===== src/hw/raycast_params.svh =====
`ifndef RAYCAST_PARAMS_SVH
`define RAYCAST_PARAMS_SVH

// screen geometry, low-res frame buffer
`define SCREEN_WIDTH        320
`define SCREEN_HEIGHT       180
`define HALF_SCREEN_HEIGHT  90      // horizon row

// descriptors waiting behind the one being swept
`define COLUMN_QUEUE_DEPTH  2

// dda word as it leaves the stream fifo
`define FIFO_WORD_WIDTH     38

// field positions in the dda word, msb first
`define RAY_HCOUNT_MSB      37
`define RAY_HCOUNT_LSB      29
`define RAY_LHEIGHT_MSB     28
`define RAY_LHEIGHT_LSB     21
`define RAY_WALLTYPE_BIT    20      // 0 x side hit, 1 y side hit
`define RAY_MAPDATA_MSB     19
`define RAY_MAPDATA_LSB     16
`define RAY_WALLX_MSB       15      // texture coordinate
`define RAY_WALLX_LSB       0

`endif


===== src/hw/raycast_pkg.sv =====
`default_nettype none

`include "raycast_params.svh"

package raycast_pkg;

    // plain vector widths
    typedef logic [8:0]  hcount_t;       // screen column 0..319
    typedef logic [7:0]  vcount_t;       // screen row 0..179, 180 = past bottom
    typedef logic [7:0]  line_height_t;  // projected wall height
    typedef logic [3:0]  map_data_t;     // map cell value
    typedef logic [7:0]  color_t;        // palette index
    typedef logic [15:0] pixel_addr_t;   // hcount + row*width
    typedef logic [1:0]  map_select_t;   // palette / level select

    typedef logic [`FIFO_WORD_WIDTH-1:0] fifo_word_t;

    // what the frame buffer stores per pixel
    typedef struct packed {
        logic   shade;   // darken on y side walls
        color_t color;
    } pixel_t;

    // one decoded column, wallX already dropped
    typedef struct packed {
        hcount_t   hcount;
        vcount_t   draw_start;  // first wall row
        vcount_t   draw_end;    // first floor row
        logic      wall_type;
        map_data_t map_data;
        logic      last;        // tlast of the frame
    } column_t;

    // flattener fsm
    typedef enum logic {
        IDLE,
        SWEEP
    } flatten_state_t;

    // where a row of a column lands
    typedef enum logic [1:0] {
        CEILING,
        FLOOR,
        EMPTY_WALL,   // inside slice but map cell empty
        SOLID_WALL
    } region_t;

endpackage

`default_nettype wire


===== src/hw/column_flattener.sv =====
`timescale 1ns/100ps
`default_nettype none

`include "raycast_params.svh"

module column_flattener import raycast_pkg::*; (
    input  logic        pixel_clk_in,
    input  logic        rst_in,
    input  map_select_t map_select,
    input  logic        valid,           // queue has a column
    input  column_t     head,
    output logic        pop,
    output logic        ray_valid,
    output pixel_addr_t ray_address,
    output pixel_t      ray_pixel,
    output logic        ray_last_pixel   // end of frame marker
);

    localparam vcount_t     LAST_ROW = vcount_t'(`SCREEN_HEIGHT - 1);
    localparam pixel_addr_t MAX_ADDR = pixel_addr_t'(`SCREEN_WIDTH * `SCREEN_HEIGHT - 1);

    flatten_state_t state;
    column_t        cur;        // column being swept
    vcount_t        row;
    region_t        region;
    logic           sweeping;
    logic           last_row;
    color_t         sky_color;
    color_t         ground_color;
    color_t         wall_color;
    pixel_t         pixel_next;
    pixel_addr_t    addr_next;

    assign sweeping = (state == SWEEP);
    assign last_row = sweeping && (row == LAST_ROW);

    // take a column when idle or right after the bottom row
    assign pop = valid && (!sweeping || last_row);

    // which part of the column this row falls in
    always_comb begin
        if (row < cur.draw_start) begin
            region = CEILING;
        end else if (row >= cur.draw_end) begin
            region = FLOOR;
        end else if (cur.map_data == '0) begin
            region = EMPTY_WALL;  // open cell shows sky
        end else begin
            region = SOLID_WALL;  // any nonzero cell, no textures
        end
    end

    // palette per map
    always_comb begin
        case (map_select)
            2'd2: begin
                sky_color    = 8'h18;
                ground_color = 8'h37;
                wall_color   = 8'h51;
            end
            default: begin  // maps 0, 1, 3
                sky_color    = 8'h2a;
                ground_color = 8'h51;
                wall_color   = 8'h5a;
            end
        endcase
    end

    always_comb begin
        pixel_next.shade = 1'b0;
        case (region)
            CEILING:    pixel_next.color = sky_color;
            FLOOR:      pixel_next.color = ground_color;
            EMPTY_WALL: pixel_next.color = sky_color;
            default: begin
                pixel_next.color = wall_color;
                pixel_next.shade = cur.wall_type;  // y side walls darker
            end
        endcase
    end

    // row major frame buffer address
    assign addr_next = pixel_addr_t'(cur.hcount)
                     + pixel_addr_t'(row) * pixel_addr_t'(`SCREEN_WIDTH);

    // sweep fsm
    always_ff @(posedge pixel_clk_in) begin
        if (rst_in) begin
            state <= IDLE;
            row   <= '0;
        end else begin
            case (state)
                IDLE: begin
                    row <= '0;
                    if (valid) begin
                        state <= SWEEP;
                    end
                end
                SWEEP: begin
                    if (row == LAST_ROW) begin
                        row <= '0;
                        // next column starts straight away if one waits
                        state <= valid ? SWEEP : IDLE;
                    end else begin
                        row <= row + 1'b1;
                    end
                end
                default: state <= IDLE;
            endcase
        end
    end

    // descriptor latch on pop
    always_ff @(posedge pixel_clk_in) begin
        if (pop) begin
            cur <= head;
        end
    end

    // output stage, flags reset
    always_ff @(posedge pixel_clk_in) begin
        if (rst_in) begin
            ray_valid      <= 1'b0;
            ray_last_pixel <= 1'b0;
        end else begin
            ray_valid      <= sweeping;
            ray_last_pixel <= last_row && cur.last;
        end
    end

    // payload
    always_ff @(posedge pixel_clk_in) begin
        ray_address <= addr_next;
        ray_pixel   <= pixel_next;
    end

    // registered address must stay inside the frame buffer
    assert property (@(posedge pixel_clk_in) disable iff (rst_in)
        ray_valid |-> (ray_address <= MAX_ADDR))
        else $error("column_flattener: address out of range");

endmodule

`default_nettype wire


===== src/hw/column_queue.sv =====
`timescale 1ns/100ps
`default_nettype none

`include "raycast_params.svh"

module column_queue import raycast_pkg::*; (
    input  logic    pixel_clk_in,
    input  logic    rst_in,
    input  logic    push,
    input  column_t push_column,
    input  logic    pop,
    output logic    full,
    output logic    valid,
    output column_t head
);

    localparam int DEPTH   = `COLUMN_QUEUE_DEPTH;
    localparam int PTR_W   = (DEPTH > 1) ? $clog2(DEPTH) : 1;
    localparam int COUNT_W = $clog2(DEPTH + 1);

    column_t              mem [DEPTH];     // descriptor storage
    logic [PTR_W-1:0]     rd_ptr;
    logic [PTR_W-1:0]     wr_ptr;
    logic [COUNT_W-1:0]   count;           // 0..DEPTH entries

    // wrap a pointer at the depth, depth need not be a power of two
    function automatic logic [PTR_W-1:0] next_ptr(input logic [PTR_W-1:0] ptr);
        if (ptr == PTR_W'(DEPTH - 1)) begin
            return '0;
        end
        return ptr + 1'b1;
    endfunction

    assign valid = (count != '0);
    assign full  = (count == COUNT_W'(DEPTH));
    assign head  = mem[rd_ptr];  // show ahead

    // pointers and occupancy
    always_ff @(posedge pixel_clk_in) begin
        if (rst_in) begin
            rd_ptr <= '0;
            wr_ptr <= '0;
            count  <= '0;
        end else begin
            if (push) begin
                wr_ptr <= next_ptr(wr_ptr);
            end
            if (pop) begin
                rd_ptr <= next_ptr(rd_ptr);
            end
            case ({push, pop})
                2'b10:   count <= count + 1'b1;
                2'b01:   count <= count - 1'b1;
                default: count <= count;  // both or neither
            endcase
        end
    end

    // storage write
    always_ff @(posedge pixel_clk_in) begin
        if (push) begin
            mem[wr_ptr] <= push_column;
        end
    end

    assert property (@(posedge pixel_clk_in) disable iff (rst_in) push |-> !full)
        else $error("column_queue: push while full");

    assert property (@(posedge pixel_clk_in) disable iff (rst_in) pop |-> valid)
        else $error("column_queue: pop while empty");

endmodule

`default_nettype wire


===== src/hw/column_receiver.sv =====
`timescale 1ns/100ps
`default_nettype none

`include "raycast_params.svh"

module column_receiver import raycast_pkg::*; (
    input  logic       pixel_clk_in,
    input  logic       rst_in,
    input  logic       fifo_tvalid,
    input  fifo_word_t fifo_tdata,
    input  logic       fifo_tlast,
    input  logic [1:0] fb_ready_to_switch,  // one bit per buffer half
    input  logic       full,                // queue has no room
    output logic       fifo_tready,
    output logic       push,
    output column_t    push_column
);

    logic         gate_open;    // low between a tlast column and the buffer swap
    logic         accept;
    line_height_t line_height;
    vcount_t      half_height;
    column_t      decoded;

    // wallX bits fall away in the slicing
    assign line_height = fifo_tdata[`RAY_LHEIGHT_MSB:`RAY_LHEIGHT_LSB];
    assign half_height = line_height >> 1;

    always_comb begin
        decoded.hcount    = fifo_tdata[`RAY_HCOUNT_MSB:`RAY_HCOUNT_LSB];
        decoded.wall_type = fifo_tdata[`RAY_WALLTYPE_BIT];
        decoded.map_data  = fifo_tdata[`RAY_MAPDATA_MSB:`RAY_MAPDATA_LSB];
        decoded.last      = fifo_tlast;
        // top of slice clamps at row 0
        if (half_height >= `HALF_SCREEN_HEIGHT) begin
            decoded.draw_start = '0;
        end else begin
            decoded.draw_start = vcount_t'(`HALF_SCREEN_HEIGHT - half_height);
        end
        // exclusive bottom of slice clamps at screen height
        if (half_height >= (`SCREEN_HEIGHT - `HALF_SCREEN_HEIGHT)) begin
            decoded.draw_end = vcount_t'(`SCREEN_HEIGHT);
        end else begin
            decoded.draw_end = vcount_t'(`HALF_SCREEN_HEIGHT + half_height);
        end
    end

    // push cycle blocks the next word
    assign fifo_tready = !push && !full && gate_open;
    assign accept      = fifo_tvalid && fifo_tready;

    always_ff @(posedge pixel_clk_in) begin
        if (rst_in) begin
            push      <= 1'b0;
            gate_open <= 1'b1;
        end else begin
            push <= accept;  // single cycle strobe
            if (accept && fifo_tlast) begin
                gate_open <= 1'b0;  // hold off the next frame
            end else if (!gate_open && (fb_ready_to_switch == 2'b11)) begin
                gate_open <= 1'b1;  // both halves ready to swap
            end
        end
    end

    // descriptor register
    always_ff @(posedge pixel_clk_in) begin
        if (accept) begin
            push_column <= decoded;
        end
    end

    // a push must find room in the queue
    assert property (@(posedge pixel_clk_in) disable iff (rst_in) push |-> !full)
        else $error("column_receiver: push into full queue");

endmodule

`default_nettype wire


===== src/hw/raycast_flatten_top.sv =====
`timescale 1ns/100ps
`default_nettype none

module raycast_flatten_top import raycast_pkg::*; (
    input  logic        pixel_clk_in,
    input  logic        rst_in,
    input  map_select_t map_select,
    // dda stream fifo
    input  logic        fifo_tvalid,
    input  fifo_word_t  fifo_tdata,
    input  logic        fifo_tlast,
    output logic        fifo_tready,
    // frame buffer write port
    input  logic [1:0]  fb_ready_to_switch,
    output logic        ray_valid,
    output pixel_addr_t ray_address,
    output pixel_t      ray_pixel,
    output logic        ray_last_pixel
);

    logic    push;
    column_t push_column;
    logic    full;
    logic    valid;
    column_t head;
    logic    pop;

    // decode words, hold the frame gate
    column_receiver receiver (
        .pixel_clk_in       (pixel_clk_in),
        .rst_in             (rst_in),
        .fifo_tvalid        (fifo_tvalid),
        .fifo_tdata         (fifo_tdata),
        .fifo_tlast         (fifo_tlast),
        .fb_ready_to_switch (fb_ready_to_switch),
        .full               (full),
        .fifo_tready        (fifo_tready),
        .push               (push),
        .push_column        (push_column)
    );

    // columns wait here during a sweep
    column_queue queue (
        .pixel_clk_in (pixel_clk_in),
        .rst_in       (rst_in),
        .push         (push),
        .push_column  (push_column),
        .pop          (pop),
        .full         (full),
        .valid        (valid),
        .head         (head)
    );

    // one frame buffer write per row
    column_flattener flattener (
        .pixel_clk_in   (pixel_clk_in),
        .rst_in         (rst_in),
        .map_select     (map_select),
        .valid          (valid),
        .head           (head),
        .pop            (pop),
        .ray_valid      (ray_valid),
        .ray_address    (ray_address),
        .ray_pixel      (ray_pixel),
        .ray_last_pixel (ray_last_pixel)
    );

endmodule

`default_nettype wire


===== config.mk =====
export PLATFORM = sky130hd
export DESIGN_NAME = raycast_flatten_top
export DESIGN_NICKNAME = d
export VERILOG_FILES = /design/src/hw/raycast_pkg.sv /design/src/hw/column_flattener.sv /design/src/hw/column_queue.sv /design/src/hw/column_receiver.sv /design/src/hw/raycast_flatten_top.sv
export VERILOG_INCLUDE_DIRS = /design/src /design/src/hw
export SDC_FILE = /design/constraint.sdc
export NUM_CORES = 1
export LEC_CHECK = 0
export ABC_AREA = 1
export BUFFER_PORTS_ARGS = -buffer_cell sky130_fd_sc_hd__buf_2
export CAP_MARGIN = 20
export CELL_PAD_IN_SITES_DETAIL_PLACEMENT = 1
export CELL_PAD_IN_SITES_GLOBAL_PLACEMENT = 1
export CORE_MARGIN = 5
export CORE_UTILIZATION = 45
export DETAILED_ROUTE_END_ITERATION = 12
export PLACE_DENSITY = 0.83
export SETUP_SLACK_MARGIN = 0.1
export SLEW_MARGIN = 30
export SYNTH_ARGS = -nofsm -noshare
export SYNTH_HDL_FRONTEND = slang
export SYNTH_SLANG_ARGS = --single-unit

===== constraint.sdc =====
create_clock -name pixel_clk_in -period 4 [get_ports pixel_clk_in]
set_clock_uncertainty 0.2 [all_clocks]
set_input_delay 0.4 -clock pixel_clk_in [delete_from_list [all_inputs] [get_ports pixel_clk_in]]
set_output_delay 0.4 -clock pixel_clk_in [all_outputs]
set_load 0.03 [all_outputs]

==> impl_results.md <==
- CTS sink count: 161
- Die Height: 130.8 microns
- Slew margin rel.: 54.63%
- Ant diodes: 0
- Crit end category: flop
- Core area: 0.01442 sq mm
- Hold_sp: rst_in
- Cell taking the most area after synthesis: edfxtp_1
- I/O Buffers: 55
- Pins Over Slew Limit: 0
- Setup TNS: 0 ns
- Routed wire length: 13,880 microns
- Starting Density: 45.51%
- Critical Path RT: 4.15 ns
- Slew @ Worst Pin: 0.6795 ns
- Setup bufs post-CTS: 0
- Largest net degree at the start of global routing: 34
- First-pass GRT wire length: 22,920 microns
- Max-cap violations: 0
- Initial DRC count: 171
- Die Wd: 130.8 microns
- Worst R2R Start: flattener.row[1]
- Post-CTS Resized: 0
- Layout cells sized above 1: 14.96%
- Number of synthesized flops with an enable pin: 120
- Max H-tree Level: 4
- Distinct cells, synth: 33
- Final total power: 0.004908 W
- Syn_nets: 663
- Top_reg_cell synth: edfxtp_1
- RSZ-0062 raised after global routing: no
- Vias: 4,266
- IO Pins: 74
- Placed cell count: 812
- Nets: 747
- VDD IR max: 0.2916 mV
- Vias in the first global route: 4,776
- ANT nets after route: 0
- WL/cell: 16.15 microns
- Hold/Removal Path Class: in -> reg
- Status: complete, no violations
- Area grow syn2layout: 18.68%
- CTS tree: built
- Total CTS buffers: 17
- Pwr dens: 630.1 mW/mm^2
- Most frequent cells in the layout: 176 x nand2_1, 120 x edfxtp_1, 65 x inv_1
- Fin util: 54.01%
- Final hold vios: 0
- Leakage power: 3.417 nW
- Initial DRT Pass Iterations: 4
- Grt total ovfl: 0
- Mapped Avg Cell Area: 11.36 sq um
- Post-Layout Cell Count: 859
- GRT Util Overall: 17.78%
- Synthesized area: 0.006564 sq mm
- Die area: 0.01710 sq mm
- Critical path class: reg -> reg
- Crit share post-route: 68.20%
- Post-synthesis register bit count: 161
- Clk_lat worst skew: 0.43 ns
- Top cells by area, synth: edfxtp_1 55%, dfxtp_1 13%, nand2_1 10%, ha_1 7.1%, inv_1 3.9%
- Seq/Total Area, Yosys: 67.40%
- Async SR Flop Fraction: 0%
- CTS clk-pin slew, worst paths: 0.06 ns
- DRC: 0
- Max frequency: 0.3666 GHz
- Antenna violations before repair: 0
- Origin of the worst setup path: flattener.row[1]
- Yosys Warn Count: 0
- Post-synth top area share: 54.90%
- Startpoint types: flop
- Cell row count: 44
- Reg-to-reg setup timing slack: 1.27 ns
- Synthesized instance count: 578
- Clock Tree Buf Depth: 2
- Post-CTS Hold Buffers: 15
- Commonest non-fill, non-tap cell in the layout: nand2_1
- Final min period: 2.728 ns
- DR vias/cell: 4.966
- CP max FO: 33
- GP Congestion: 0.8158
- DP HPWL: 9475 microns
- Clk root buf: clkbuf_16
- # setup viols final: 0
- Data arrival, critical path: 2.88 ns
==> where the power goes <==
group / internal (W) / total (W) / switching (W)
clock network: 0.000875 / 0.00157 / 0.000692
registers: 0.00227 / 0.00242 / 0.000141
logic: 0.000259 / 0.000926 / 0.000667
total: 0.00341 / 0.00491 / 0.00150
==> kinds of logic (layout without fill, tap and decap cells) <==
logic type      after synthesis  count (layout)  share of synthesized area [%]
compound gates               37              37                          3.260
xor+xnor                     10              10                          1.334
fa+ha+maj                    39              39                          7.663
buf+inv                      77             174                          4.575
flops                       161             161                          67.40
other cells                   1               1                        0.05713
simple gates                253             253                          15.71
==> worst max-delay path: stages (launching register included) <==
cell and delay [ns]:
dfxtp_1 0.48, ha_1 0.22, inv_1 0.07, nor2_1 0.14, nand4_1 0.25, a21oi_4 0.18, buf_4 0.40, ha_1 0.34
nor2_1 0.14, a21oi_1 0.08, nor3_1 0.16
==> cell type report <==
cell class | count | area [sq um]
Multi-Input combinational cell | 340 | 1849
Inverter | 68 | 255.2
Timing Repair Buffer | 74 | 455.4
Sequential cell | 161 | 4424
Clock inverter | 14 | 146.4
Fill cell | 1554 | 6634
Tap cell | 184 | 230.2
Clock buffer | 18 | 429.2
==> sequential cells by signal, summed over array words and instances, names as in the netlist <==
register                  flops
queue.mem                    60
flattener.cur                30
receiver.push_column         30
flattener.ray_address        16
flattener.ray_pixel           8
flattener.row                 8
queue.count                   2
flattener.ray_last_pixel      1
flattener.ray_valid           1
flattener.state               1
queue.rd_ptr                  1
queue.wr_ptr                  1
receiver.gate_open            1
receiver.push                 1
==> synth_stat cells, types with 2 or more instances <==
master	count
fa_1	2
nor3_1	5
xnor2_1	4
nand4_1	7
o21ai_0	4
a21oi_1	26
nand2_1	176
edfxtp_1	120
ha_1	37
xor2_1	6
nand3_1	18
nor3b_1	2
nand2_2	2
nor2_1	37
clkbuf_1	7
dfxtp_1	41
inv_1	68
==> worst paths after layout <==
kind / end / cells after the start
setup / recovery: queue.count[1] / 10
setup reg to reg: queue.count[1] / 10
hold / removal: queue.count[1] / 2
hold reg to reg: flattener.ray_address[2] / 0
==> per-stage QoR <==
step | cell area, sq um | setup slack (ns) | hold slack (ns)
6_report | 7790 | 1.272 | 0.03398
5_1_grt | 7790 | 1.003 | 0.03457
2_1_floorplan | 6564 | 1.045 | 0.1233
3_5_place_dp | 7064 | 1.203 | 0.1286
4_1_cts | 7790 | 1.238 | 0.01395
3_3_place_gp | 7064 | 1.395 | 0.1271
==> routing by layer <==
metal	GRT usage, %	share of wire (%)
met1	18.22	37
met2	34.43	57
met4	6.473	2.2
met3	4.593	3.3
met5	0	0
Note: power is estimated with default switching activity, not from simulation.
